$ cat src/hw/net_settings.svh
// constant header field values for the transmit framing path
// ethertype, ipv4 version/ihl, ttl, protocol numbers
// and the fixed local udp port

`ifndef NET_SETTINGS_SVH
`define NET_SETTINGS_SVH

// ethernet type field for ipv4 payload
`define NET_ETHERTYPE_IPV4 16'h0800

// version 4, five 32-bit header words
`define NET_IP_VER_IHL 8'h45

// hop limit on every sent datagram
`define NET_IP_TTL 8'd128

// ip protocol numbers
`define NET_IP_PROTO_UDP 8'd17
`define NET_IP_PROTO_ICMP 8'd1

// source port of all udp frames
`define NET_LOCAL_UDP_PORT 16'd1024

`endif

$ cat src/hw/net_addr_pkg.sv
// address types for this station and for remote endpoints
// mac, ipv4, udp port and the structs built from them

`default_nettype none

package net_addr_pkg;

  // ------------------------------------------------------------------
  // scalar address types
  // ------------------------------------------------------------------
  typedef logic [47:0] mac_addr_t;
  typedef logic [31:0] ipv4_addr_t;
  typedef logic [15:0] udp_port_t;

  // ------------------------------------------------------------------
  // grouped addresses
  // ------------------------------------------------------------------
  // own addresses, static while running
  typedef struct packed {
    mac_addr_t  mac;
    ipv4_addr_t ip;
  } station_t;

  // far end of a frame, carried with each request
  typedef struct packed {
    mac_addr_t  mac;
    ipv4_addr_t ip;
    udp_port_t  port;
  } endpoint_t;

endpackage

`default_nettype wire

$ cat src/hw/net_frame_pkg.sv
// frame level types for the transmit path
// byte stream beat, client request, protocol select
// and the udp, ipv4 and ethernet header layouts

`default_nettype none

package net_frame_pkg;

  // one byte of a stream, last marks frame end
  typedef struct packed {
    logic [7:0] data;
    logic       last;
  } byte_beat_t;

  // which client owns the frame
  typedef enum logic {
    PROTO_UDP  = 1'b0,
    PROTO_ICMP = 1'b1
  } proto_e;

  // frame request, destination travels with it
  typedef struct packed {
    proto_e                  proto;
    logic [15:0]             payload_len;
    net_addr_pkg::endpoint_t dst;
  } tx_req_t;

  // ------------------------------------------------------------------
  // headers, first field is sent first, msb first
  // ------------------------------------------------------------------
  typedef struct packed {
    net_addr_pkg::udp_port_t src_port;
    net_addr_pkg::udp_port_t dst_port;
    logic [15:0]             length;
    logic [15:0]             checksum;
  } udp_hdr_t;

  // twenty bytes, no options
  typedef struct packed {
    logic [7:0]               ver_ihl;
    logic [7:0]               tos;
    logic [15:0]              total_len;
    logic [15:0]              ident;
    logic [15:0]              flags_frag;
    logic [7:0]               ttl;
    logic [7:0]               proto;
    logic [15:0]              checksum;
    net_addr_pkg::ipv4_addr_t src_ip;
    net_addr_pkg::ipv4_addr_t dst_ip;
  } ipv4_hdr_t;

  typedef struct packed {
    net_addr_pkg::mac_addr_t dst_mac;
    net_addr_pkg::mac_addr_t src_mac;
    logic [15:0]             ethertype;
  } eth_hdr_t;

endpackage

`default_nettype wire

$ cat src/hw/header_prepend.sv
// generic header prepend stage
// shifts a header out msb first, then forwards the payload
// through a one-beat output register

`timescale 1ns/1ps
`default_nettype none

module header_prepend #(
  parameter type hdr_t = logic [15:0]
) (
  input  wire                            tx_clock,
  input  wire                            rst_n,
  input  wire hdr_t                      hdr,
  input  wire                            hdr_en,
  input  wire                            hdr_valid,
  output logic                           hdr_ready,
  input  wire net_frame_pkg::byte_beat_t in_beat,
  input  wire                            in_valid,
  output logic                           in_ready,
  output net_frame_pkg::byte_beat_t      out_beat,
  output logic                           out_valid,
  input  wire                            out_ready
);
  import net_frame_pkg::*;

  // header size taken from the type
  localparam int HDR_W     = $bits(hdr_t);
  localparam int HDR_BYTES = HDR_W / 8;
  localparam int CNT_W     = $clog2(HDR_BYTES + 1);

  logic [HDR_W-1:0] shift_q;
  logic [CNT_W-1:0] cnt_q;
  logic             busy_q;
  logic             slot_free;
  logic             take_hdr;
  logic             load_hdr;
  logic             take_in;
  byte_beat_t       out_q;
  logic             out_valid_q;

  // ------------------------------------------------------------------
  // handshakes
  // ------------------------------------------------------------------
  // output slot empty or being drained this cycle
  assign slot_free = !out_valid_q || out_ready;
  // next meta once the last beat of this frame leaves
  assign hdr_ready = !busy_q && slot_free;
  assign take_hdr  = hdr_valid && hdr_ready;
  // header bytes go out before any payload
  assign load_hdr  = busy_q && slot_free && (cnt_q != '0);
  assign in_ready  = busy_q && slot_free && (cnt_q == '0);
  assign take_in   = in_valid && in_ready;

  assign out_beat  = out_q;
  assign out_valid = out_valid_q;

  // frame state and output valid
  always_ff @(posedge tx_clock or negedge rst_n) begin
    if (!rst_n) begin
      busy_q      <= 1'b0;
      cnt_q       <= '0;
      out_valid_q <= 1'b0;
    end else begin
      if (take_hdr) begin
        busy_q <= 1'b1;
        // enable clear skips straight to payload
        cnt_q  <= hdr_en ? CNT_W'(HDR_BYTES) : '0;
      end else if (load_hdr) begin
        cnt_q <= cnt_q - CNT_W'(1);
      end else if (take_in && in_beat.last) begin
        busy_q <= 1'b0;
      end

      if (load_hdr || take_in) begin
        out_valid_q <= 1'b1;
      end else if (out_ready) begin
        out_valid_q <= 1'b0;
      end
    end
  end

  // ------------------------------------------------------------------
  // header shifter and output data
  // ------------------------------------------------------------------
  always_ff @(posedge tx_clock) begin
    if (take_hdr) begin
      shift_q <= hdr;
    end else if (load_hdr) begin
      shift_q <= shift_q << 8;
    end

    if (load_hdr) begin
      out_q.data <= shift_q[HDR_W-1 -: 8];
      out_q.last <= 1'b0;
    end else if (take_in) begin
      // payload passes unchanged
      out_q <= in_beat;
    end
  end

endmodule

`default_nettype wire

$ cat src/hw/net_tx_top.sv
// transmit framing top level
// arbiter, header builder and udp, ip and ethernet prepend stages

`timescale 1ns/1ps
`default_nettype none

module net_tx_top (
  input  wire                            tx_clock,
  input  wire                            rst_n,
  input  wire net_addr_pkg::station_t    station,
  input  wire net_frame_pkg::tx_req_t    udp_req,
  input  wire                            udp_req_valid,
  output logic                           udp_req_ready,
  input  wire net_frame_pkg::tx_req_t    icmp_req,
  input  wire                            icmp_req_valid,
  output logic                           icmp_req_ready,
  input  wire net_frame_pkg::byte_beat_t udp_payload,
  input  wire                            udp_payload_valid,
  output logic                           udp_payload_ready,
  input  wire net_frame_pkg::byte_beat_t icmp_payload,
  input  wire                            icmp_payload_valid,
  output logic                           icmp_payload_ready,
  output net_frame_pkg::byte_beat_t      tx_out,
  output logic                           tx_out_valid,
  input  wire                            tx_out_ready
);
  import net_frame_pkg::*;

  // ------------------------------------------------------------------
  // internal channels
  // ------------------------------------------------------------------
  // arbiter to header builder and first stage
  tx_req_t    granted_req;
  logic       granted_req_valid;
  logic       granted_req_ready;
  byte_beat_t payload;
  logic       payload_valid;
  logic       payload_ready;

  // header builder to the stages
  udp_hdr_t   udp_hdr;
  logic       udp_hdr_en;
  logic       udp_hdr_valid;
  logic       udp_hdr_ready;
  ipv4_hdr_t  ip_hdr;
  logic       ip_hdr_valid;
  logic       ip_hdr_ready;
  eth_hdr_t   eth_hdr;
  logic       eth_hdr_valid;
  logic       eth_hdr_ready;

  // udp stage to ip stage, ip stage to ethernet stage
  byte_beat_t udp_frame;
  logic       udp_frame_valid;
  logic       udp_frame_ready;
  byte_beat_t ip_frame;
  logic       ip_frame_valid;
  logic       ip_frame_ready;

  tx_arbiter arbiter (
    .tx_clock           (tx_clock),
    .rst_n              (rst_n),
    .udp_req            (udp_req),
    .udp_req_valid      (udp_req_valid),
    .udp_req_ready      (udp_req_ready),
    .icmp_req           (icmp_req),
    .icmp_req_valid     (icmp_req_valid),
    .icmp_req_ready     (icmp_req_ready),
    .udp_payload        (udp_payload),
    .udp_payload_valid  (udp_payload_valid),
    .udp_payload_ready  (udp_payload_ready),
    .icmp_payload       (icmp_payload),
    .icmp_payload_valid (icmp_payload_valid),
    .icmp_payload_ready (icmp_payload_ready),
    .granted_req        (granted_req),
    .granted_req_valid  (granted_req_valid),
    .granted_req_ready  (granted_req_ready),
    .payload_out        (payload),
    .payload_out_valid  (payload_valid),
    .payload_out_ready  (payload_ready)
  );

  tx_header_calc header_calc (
    .tx_clock          (tx_clock),
    .rst_n             (rst_n),
    .station           (station),
    .granted_req       (granted_req),
    .granted_req_valid (granted_req_valid),
    .granted_req_ready (granted_req_ready),
    .udp_hdr           (udp_hdr),
    .udp_hdr_en        (udp_hdr_en),
    .udp_hdr_valid     (udp_hdr_valid),
    .udp_hdr_ready     (udp_hdr_ready),
    .ip_hdr            (ip_hdr),
    .ip_hdr_valid      (ip_hdr_valid),
    .ip_hdr_ready      (ip_hdr_ready),
    .eth_hdr           (eth_hdr),
    .eth_hdr_valid     (eth_hdr_valid),
    .eth_hdr_ready     (eth_hdr_ready)
  );

  // ------------------------------------------------------------------
  // prepend chain, innermost header first
  // ------------------------------------------------------------------
  // icmp frames pass this stage with enable clear
  header_prepend #(.hdr_t(udp_hdr_t)) udp_stage (
    .tx_clock  (tx_clock),
    .rst_n     (rst_n),
    .hdr       (udp_hdr),
    .hdr_en    (udp_hdr_en),
    .hdr_valid (udp_hdr_valid),
    .hdr_ready (udp_hdr_ready),
    .in_beat   (payload),
    .in_valid  (payload_valid),
    .in_ready  (payload_ready),
    .out_beat  (udp_frame),
    .out_valid (udp_frame_valid),
    .out_ready (udp_frame_ready)
  );

  header_prepend #(.hdr_t(ipv4_hdr_t)) ip_stage (
    .tx_clock  (tx_clock),
    .rst_n     (rst_n),
    .hdr       (ip_hdr),
    .hdr_en    (1'b1),
    .hdr_valid (ip_hdr_valid),
    .hdr_ready (ip_hdr_ready),
    .in_beat   (udp_frame),
    .in_valid  (udp_frame_valid),
    .in_ready  (udp_frame_ready),
    .out_beat  (ip_frame),
    .out_valid (ip_frame_valid),
    .out_ready (ip_frame_ready)
  );

  header_prepend #(.hdr_t(eth_hdr_t)) eth_stage (
    .tx_clock  (tx_clock),
    .rst_n     (rst_n),
    .hdr       (eth_hdr),
    .hdr_en    (1'b1),
    .hdr_valid (eth_hdr_valid),
    .hdr_ready (eth_hdr_ready),
    .in_beat   (ip_frame),
    .in_valid  (ip_frame_valid),
    .in_ready  (ip_frame_ready),
    .out_beat  (tx_out),
    .out_valid (tx_out_valid),
    .out_ready (tx_out_ready)
  );

endmodule

`default_nettype wire

$ cat src/hw/tx_arbiter.sv
// frame arbiter for the udp and icmp clients
// fixed priority, icmp first, one grant per whole frame
// registers the winning request and muxes its payload stream

`timescale 1ns/1ps
`default_nettype none

module tx_arbiter (
  input  wire                           tx_clock,
  input  wire                           rst_n,
  input  wire net_frame_pkg::tx_req_t   udp_req,
  input  wire                           udp_req_valid,
  output logic                          udp_req_ready,
  input  wire net_frame_pkg::tx_req_t   icmp_req,
  input  wire                           icmp_req_valid,
  output logic                          icmp_req_ready,
  input  wire net_frame_pkg::byte_beat_t udp_payload,
  input  wire                           udp_payload_valid,
  output logic                          udp_payload_ready,
  input  wire net_frame_pkg::byte_beat_t icmp_payload,
  input  wire                           icmp_payload_valid,
  output logic                          icmp_payload_ready,
  output net_frame_pkg::tx_req_t        granted_req,
  output logic                          granted_req_valid,
  input  wire                           granted_req_ready,
  output net_frame_pkg::byte_beat_t     payload_out,
  output logic                          payload_out_valid,
  input  wire                           payload_out_ready
);
  import net_frame_pkg::*;

  // grant held from request accept until last payload byte
  logic    grant;
  proto_e  sel;
  logic    take_icmp;
  logic    take_udp;
  logic    last_out;
  tx_req_t win_req;

  // ------------------------------------------------------------------
  // request side
  // ------------------------------------------------------------------
  // icmp wins a tie, udp waits while icmp is pending
  assign icmp_req_ready = !grant;
  assign udp_req_ready  = !grant && !icmp_req_valid;
  assign take_icmp      = icmp_req_valid && icmp_req_ready;
  assign take_udp       = udp_req_valid && udp_req_ready;

  // protocol follows the client, not what it claims
  always_comb begin
    win_req       = take_icmp ? icmp_req : udp_req;
    win_req.proto = take_icmp ? PROTO_ICMP : PROTO_UDP;
  end

  // ------------------------------------------------------------------
  // payload routing
  // ------------------------------------------------------------------
  assign payload_out        = (sel == PROTO_ICMP) ? icmp_payload : udp_payload;
  assign payload_out_valid  = grant && ((sel == PROTO_ICMP) ? icmp_payload_valid
                                                             : udp_payload_valid);
  // ready goes back only to the granted client
  assign icmp_payload_ready = grant && (sel == PROTO_ICMP) && payload_out_ready;
  assign udp_payload_ready  = grant && (sel == PROTO_UDP) && payload_out_ready;
  assign last_out = payload_out_valid && payload_out_ready && payload_out.last;

  // grant and request valid
  always_ff @(posedge tx_clock or negedge rst_n) begin
    if (!rst_n) begin
      grant             <= 1'b0;
      sel               <= PROTO_UDP;
      granted_req_valid <= 1'b0;
    end else begin
      if (take_icmp || take_udp) begin
        grant             <= 1'b1;
        sel               <= win_req.proto;
        granted_req_valid <= 1'b1;
      end else begin
        // frame done, free for the next client
        if (last_out) begin
          grant <= 1'b0;
        end
        if (granted_req_ready) begin
          granted_req_valid <= 1'b0;
        end
      end
    end
  end

  // request contents
  always_ff @(posedge tx_clock) begin
    if (take_icmp || take_udp) begin
      granted_req <= win_req;
    end
  end

endmodule

`default_nettype wire

$ cat src/hw/tx_header_calc.sv
// header builder for the granted request
// udp, ipv4 (with checksum and ident counter) and ethernet headers
// each held in its own register until its stage takes it

`timescale 1ns/1ps
`default_nettype none
`include "net_settings.svh"

module tx_header_calc (
  input  wire                          tx_clock,
  input  wire                          rst_n,
  input  wire net_addr_pkg::station_t  station,
  input  wire net_frame_pkg::tx_req_t  granted_req,
  input  wire                          granted_req_valid,
  output logic                         granted_req_ready,
  output net_frame_pkg::udp_hdr_t      udp_hdr,
  output logic                         udp_hdr_en,
  output logic                         udp_hdr_valid,
  input  wire                          udp_hdr_ready,
  output net_frame_pkg::ipv4_hdr_t     ip_hdr,
  output logic                         ip_hdr_valid,
  input  wire                          ip_hdr_ready,
  output net_frame_pkg::eth_hdr_t      eth_hdr,
  output logic                         eth_hdr_valid,
  input  wire                          eth_hdr_ready
);
  import net_frame_pkg::*;

  logic [15:0] ident;
  logic        take;
  logic        is_udp;
  udp_hdr_t    udp_next;
  ipv4_hdr_t   ip_next;
  eth_hdr_t    eth_next;

  // ones' complement of the folded ones' complement sum
  // over the ten header words, checksum field zero
  function automatic logic [15:0] ip_checksum(input ipv4_hdr_t h);
    logic [31:0] sum;
    sum = '0;
    for (int i = 0; i < 10; i++) begin
      sum = sum + 32'(h[159 - 16 * i -: 16]);
    end
    // two folds catch the carry out of the first
    sum = 32'(sum[15:0]) + 32'(sum[31:16]);
    sum = 32'(sum[15:0]) + 32'(sum[31:16]);
    return ~sum[15:0];
  endfunction

  // new frame only when all three headers have been taken
  assign granted_req_ready = !udp_hdr_valid && !ip_hdr_valid && !eth_hdr_valid;
  assign take   = granted_req_valid && granted_req_ready;
  assign is_udp = (granted_req.proto == PROTO_UDP);

  // ------------------------------------------------------------------
  // next headers from the request
  // ------------------------------------------------------------------
  always_comb begin
    udp_next.src_port = `NET_LOCAL_UDP_PORT;
    udp_next.dst_port = granted_req.dst.port;
    udp_next.length   = granted_req.payload_len + 16'd8;
    // zero means no udp checksum
    udp_next.checksum = 16'h0000;

    ip_next.ver_ihl    = `NET_IP_VER_IHL;
    ip_next.tos        = 8'h00;
    // icmp payload is already the full message
    ip_next.total_len  = granted_req.payload_len + (is_udp ? 16'd28 : 16'd20);
    ip_next.ident      = ident;
    ip_next.flags_frag = 16'h0000;
    ip_next.ttl        = `NET_IP_TTL;
    ip_next.proto      = is_udp ? `NET_IP_PROTO_UDP : `NET_IP_PROTO_ICMP;
    ip_next.checksum   = 16'h0000;
    ip_next.src_ip     = station.ip;
    ip_next.dst_ip     = granted_req.dst.ip;
    ip_next.checksum   = ip_checksum(ip_next);

    eth_next.dst_mac   = granted_req.dst.mac;
    eth_next.src_mac   = station.mac;
    eth_next.ethertype = `NET_ETHERTYPE_IPV4;
  end

  // ------------------------------------------------------------------
  // valid flags and ident counter
  // ------------------------------------------------------------------
  always_ff @(posedge tx_clock or negedge rst_n) begin
    if (!rst_n) begin
      udp_hdr_valid <= 1'b0;
      ip_hdr_valid  <= 1'b0;
      eth_hdr_valid <= 1'b0;
      ident         <= 16'h0000;
    end else if (take) begin
      udp_hdr_valid <= 1'b1;
      ip_hdr_valid  <= 1'b1;
      eth_hdr_valid <= 1'b1;
      ident         <= ident + 16'd1;
    end else begin
      // each stage drains its own header
      if (udp_hdr_ready) begin
        udp_hdr_valid <= 1'b0;
      end
      if (ip_hdr_ready) begin
        ip_hdr_valid <= 1'b0;
      end
      if (eth_hdr_ready) begin
        eth_hdr_valid <= 1'b0;
      end
    end
  end

  // header contents
  always_ff @(posedge tx_clock) begin
    if (take) begin
      udp_hdr    <= udp_next;
      udp_hdr_en <= is_udp;
      ip_hdr     <= ip_next;
      eth_hdr    <= eth_next;
    end
  end

endmodule

`default_nettype wire

$ cat config.mk
export PLATFORM = sky130hd
export DESIGN_NAME = net_tx_top
export DESIGN_NICKNAME = d
export VERILOG_FILES = /design/src/hw/net_addr_pkg.sv /design/src/hw/net_frame_pkg.sv /design/src/hw/header_prepend.sv /design/src/hw/net_tx_top.sv /design/src/hw/tx_arbiter.sv /design/src/hw/tx_header_calc.sv
export VERILOG_INCLUDE_DIRS = /design/src /design/src/hw
export SDC_FILE = /design/constraint.sdc
export NUM_CORES = 1
export LEC_CHECK = 0
export BUFFER_PORTS_ARGS = -buffer_cell sky130_fd_sc_hd__buf_2
export CORE_MARGIN = 2
export CORE_UTILIZATION = 55
export DETAILED_ROUTE_END_ITERATION = 10
export PLACE_DENSITY = 0.75
export REMOVE_ABC_BUFFERS = 1
export SYNTH_ARGS = -nofsm -noshare
export SYNTH_HDL_FRONTEND = slang
export SYNTH_HIERARCHICAL = 1
export SYNTH_SLANG_ARGS = --single-unit
$ cat constraint.sdc
create_clock -name tx_clock -period 11.5 [get_ports tx_clock]
set_input_delay 2.3 -clock tx_clock [delete_from_list [all_inputs] [get_ports tx_clock]]
set_output_delay 2.3 -clock tx_clock [all_outputs]
set_load 0.01 [all_outputs]
* Yosys cells after proc, flatten, opt, wreduce, memory -nomap -nowiden
Index checks and enable logic that the tools add are counted.
** Word-level totals
- Flip-flop bits (word level) :: 750
** Operators by class
- Reductions and logical operators :: 76
- Add/subtract/negate cells :: 15
- Bitwise logic cells :: 3
- Eq/ne operators :: 3
- Muxes and demuxes :: 49
** Operator list (count)
- 112-bit 2-to-1 mux :: 3
- 32-bit by 16-bit adder with 32-bit output :: 6
- 160-bit 2-to-1 mux :: 1
- 144-bit 2-to-1 mux :: 1
- 64-bit 2-to-1 mux :: 1
- 9-bit 2-to-1 mux :: 7
- 48-bit 2-to-1 mux :: 1
- 2-bit nonzero test :: 17
- 16-bit adder :: 2
- 1-bit logical AND :: 32
- 1-bit 2-to-1 mux :: 26
- 4-bit 2-to-1 mux :: 6
- 15-bit by 16-bit adder with 17-bit output, first input constant :: 1
- 16-bit by 16-bit adder with 17-bit output :: 1
- 16-bit by 1-bit adder with 16-bit output, second input constant :: 1
- 16-bit by 4-bit adder with 16-bit output, second input constant :: 1
- 16-bit inverter :: 1
- 5-bit 2-to-1 mux :: 3
- 1-bit logical NOT :: 11
- 4-bit logical NOT :: 2
- 4-bit nonzero test :: 2
- 4-bit by 1-bit subtractor with 4-bit output, second input constant :: 2
- 1-bit logical OR :: 7
- 2-bit by 1-bit inequality test with 1-bit output, second input constant :: 3
- other kinds (5) :: 8

* Longest topological paths before layout
- Depth after elaboration :: 15
- Gate-level depth with buffers :: 39
- Mapped depth without buffers :: 38

* Cells and area by module
The synthesis kept the hierarchy.
** Modules (own cells, without submodules)
- tx_header_calc :: cells an instance 839, times used 1, area an instance 12430.7 µm², sequential area each 7652.3 µm²
- header_prepend at ip_stage :: cells an instance 738, times used 1, area an instance 7475.9 µm², sequential area each 5240.0 µm²
- header_prepend at eth_stage :: cells an instance 536, times used 1, area an instance 5530.3 µm², sequential area each 3773.6 µm²
- tx_arbiter :: cells an instance 267, times used 1, area an instance 5298.8 µm², sequential area each 3468.3 µm²
- header_prepend at udp_stage :: cells an instance 316, times used 1, area an instance 3398.3 µm², sequential area each 2332.2 µm²
- net_tx_top :: cells an instance 1, times used 1, area an instance 3.8 µm², sequential area each 0.0 µm²

* Least setup slack after synthesis
Ideal clock, no wire load.
- Path type :: in2reg
- From :: input port station[4] in the netlist's numbering
- To :: register, netlist name header_calc/ip_hdr[79]
- Stages :: 31
- Setup slack :: 1866 ps
- Path buffers :: 0
- Required time :: 11233 ps
- Arrival time :: 9368 ps
- Path through :: fa_1 fa_1 inv_1 fa_1 fa_1 inv_1 ha_1 o21a_1 a21oi_1 o31ai_1 a21oi_1 o21bai_1 a21oi_1 o21bai_1 a21oi_1 xor2_1 fa_1 nor2b_1 o21ai_1 nor4_4 and2_1 nand2_1 nor3_1 ha_1 nor2b_1 and2_1 and4bb_2 nand3_1 or4_1 o32ai_2 xor2_1
** RTL lines
- start: declaration :: RTL line net_tx_top.sv:10 : input wire net_addr_pkg::station_t station,

==> flow_metrics.env <==
export IMPL_finalCritPeriodShare_pct=87.5
export IMPL_n_fill_cell=4595
export IMPL_syn_avg_cell_area_sq_um=12.7
export IMPL_max_clock_freq_mhz=99.4
export IMPL_p_leak_nw=15.9
export IMPL_antenna_found_initial=1
export IMPL_clock_sinks=756
export IMPL_cts_buffers=79
export IMPL_grt_max_degree=102
export IMPL_yosysTopAreaCell="edfxtp_1"
export IMPL_ys_seq_area_share_pct=65.8
export IMPL_hold_buffers=0
export IMPL_outcome="finished clean"
export IMPL_synth_seq_cells=756
export IMPL_fin_skew_ps=30.1
export IMPL_io_buffers=342
export IMPL_final_antenna_net_count=0
export IMPL_multi_input_area_sq_um=10200
export IMPL_drt_iter0_markers=1777
export IMPL_final_setup_worst_slack_ps=1440
export IMPL_synth_top_area_share_pct=62.6
export IMPL_routedWlPerCell_microns=17.8
export IMPL_die_area_sq_um=64100
export IMPL_hold_viol_final=0
export IMPL_drive_above_1_share_pct=20.4
export IMPL_power_switching_mw=3.64
export IMPL_antenna_cells=0
export IMPL_synth_cells=2697
export IMPL_dpl_hpwl_mm=46.8
export IMPL_seqCellArea_sq_um=22500
export IMPL_whs_path_depth=0
export IMPL_htreeDepth=3
export IMPL_place_area_sq_um=36000
export IMPL_cts_tree="built"
export IMPL_end_kind="register"
export IMPL_irDropWorstVdd_mv=0.296
export IMPL_synth_edff_count=712
export IMPL_crit_arrival_ps=10400
export IMPL_yosysWarnings=6
export IMPL_die_h_microns=253
export IMPL_slew_violations=0
export IMPL_cts_resized=0
export IMPL_power_internal_mw=6.83
export IMPL_post_cts_repair_setup_buffers=0
export IMPL_dp_cells=3739
export IMPL_synth_flop_cell="edfxtp_1"
export IMPL_worst_r2r_cell_count=36
export IMPL_cts_buffer_depth=3
export IMPL_place_congestion=0.881
export IMPL_async_flop_share_pct=5.42
export IMPL_ys_types=79
export IMPL_critical_path_startpoint_type="register"
export IMPL_drt_pass1_iterations=5
export IMPL_synth_area_top_cells="edfxtp_1 63%, nand2_1 11%, fa_1 3.8%"
export IMPL_grt_usage_pct=21.8
export IMPL_power_share_clock_pct=23.4
export IMPL_hold_slack_ps=415
export IMPL_grt_pass1_wl_mm=107
export IMPL_crit_type="reg2reg"
export IMPL_max_cap_viol_count=0
export IMPL_finalSetupViolations=0
export IMPL_switching_share_pct=34.8
export IMPL_core_area_sq_um=61500
export IMPL_comb_power_share_pct=35.5
export IMPL_start_util_pct=55.5
export IMPL_min_period_ps=10060
export IMPL_slowest_delay_ps=620
export IMPL_first_global_vias=20087
export IMPL_slew_headroom_pct=22.0
export IMPL_totalWireLength_mm=69.3
export IMPL_nNetsFinal=3472
export IMPL_syn_area_sq_um=34100
export IMPL_die_w_microns=253
export IMPL_syn2layout_area_growth_pct=12.9
export IMPL_required_ps=11840
export IMPL_seq_power_share_pct=41.1
export IMPL_num_vias=19969
export IMPL_viasPerCell=5.14
export IMPL_tightest_slew_ps=1170
export IMPL_grt_overflow_total=0
export IMPL_rsz0062_at_grt="no"
export IMPL_insertion_delay_ps=620
export IMPL_cpMostUsedCell="fa_1"
export IMPL_fin_area_sq_um=38500
export IMPL_drc=0
export IMPL_clock_root_buffer="clkbuf_16"
export IMPL_finalNonFillerCells=3885
export IMPL_pre_cts_ws_ps=783
export IMPL_cp_slowest_cell="a211oi_1"
export IMPL_placementRows=91
export IMPL_hold_class="reg2reg"
export IMPL_powerDensity_nw_per_um2=272
export IMPL_crit_fanout=9
export IMPL_clk_pin_slew_worst_paths_ps=60
export IMPL_pin_count=345
==> cell type report <==
| cell class | count | share of cell area [%] |
|---|---|---|
| Sequential cell | 756 | 58.3 |
| Multi-Input combinational cell | 1708 | 26.5 |
| Clock buffer | 102 | 5.59 |
| Timing Repair Buffer | 361 | 4.81 |
| Tap cell | 790 | 2.56 |
| Inverter | 124 | 1.23 |
| Clock inverter | 44 | 1.02 |
==> cells in the final DEF, fill, tap and decap left out, types with 46 or more instances in the layout <==
cell | synthesis | routed
buf_2 | 33 | 342
clkbuf_16 | 0 | 81
conb_1 | 3 | 98
edfxtp_1 | 712 | 712
fa_1 | 65 | 65
ha_1 | 46 | 46
inv_1 | 123 | 121
mux2_2 | 61 | 61
mux2_4 | 60 | 60
nand2_1 | 993 | 989
==> per-layer routing <==
layer	vias up	routed length, microns	track usage (%)	part of all wire [%]
met5	-	13	0	0.019
met4	2	2190	8.32	3.2
met3	117	3170	3.02	4.6
met2	540	33700	35.1	49
met1	9678	30300	30.4	44
li1	9632	-	-	-
==> path summary, 6_finish.rpt <==
path                       slack (ps)                    start                       to
setup / recovery                 1440  arbiter/granted_req[99]   header_calc/ip_hdr[79]
hold / removal                    410  arbiter/granted_req[62]  header_calc/eth_hdr[78]
setup reg to reg                 1440  arbiter/granted_req[99]   header_calc/ip_hdr[79]
hold reg to reg                   410  arbiter/granted_req[62]  header_calc/eth_hdr[78]
max in group asynchronous        8940                    rst_n     header_calc/ident[7]
min in group asynchronous        1890                    rst_n            arbiter/grant
==> synthesized netlist by cell type (all sizes together) (17+ instances only) <==
library cell and number:
nand2 994, edfxtp 712, buf 159, inv 124, mux2 121, fa 65
ha 46, clkbuf 45, nand3 44, xnor2 44, dfrtp 41, nor2 40
xor2 30, a21oi 29, o21ai 22, and2 21, nor3 17
==> through the flow <==
stage          util (%)  setup TNS (ps)  power (mW)
2_1_floorplan         -           -7970        7.11
3_3_place_gp       58.5               0        7.94
5_1_grt            62.7               0        11.2
4_1_cts            62.7               0        10.5
6_report           62.7               0        10.5
3_5_place_dp       58.5               0        8.06
==> power groups by stage <==
stage / Sequential (mW) / Combinational, mW / Clock (mW)
global placement: 4.33 / 3.62 / 0
floorplan: 4.36 / 2.75 / 0
global route: 4.36 / 4.19 / 2.61
finish: 4.30 / 3.72 / 2.46
detailed placement: 4.35 / 3.71 / 0
CTS: 4.30 / 3.73 / 2.50
==> cell families (layout without fill, tap and decap cells) <==
group | after synthesis | after routing | synth area share [%]
mux | 125 | 125 | 4.77
simple gates | 1200 | 1200 | 14.6
flops | 756 | 756 | 65.8
buf+inv | 328 | 631 | 5.43
fa+ha+maj | 111 | 111 | 5.50
other cells | 3 | 98 | 0.0330
xor+xnor | 74 | 74 | 1.92
compound gates | 100 | 100 | 1.99
==> critical path, delay by kind of cell (launching register included) <==
| kind | cells | cell delay [ps] |
|---|---|---|
| and+or+nand+nor | 15 | 3370 |
| adders and majority gates | 9 | 3360 |
| AOI/OAI and AO/OA | 6 | 1560 |
| xor gates and xnor gates | 3 | 690 |
| DFF | 1 | 550 |
| buffers and inverters | 3 | 220 |
==> sequential cells by signal, summed over array words and instances (netlist names), 16 cells and up <==
| signal | count |
|---|---|
| udp_stage/shift_q | 64 |
| header_calc/eth_hdr | 96 |
| ip_stage/shift_q | 160 |
| header_calc/ip_hdr | 111 |
| header_calc/udp_hdr | 32 |
| eth_stage/shift_q | 112 |
| arbiter/granted_req | 113 |
| header_calc/ident | 16 |
No activity file was read; power rests on OpenSTA's default activity.
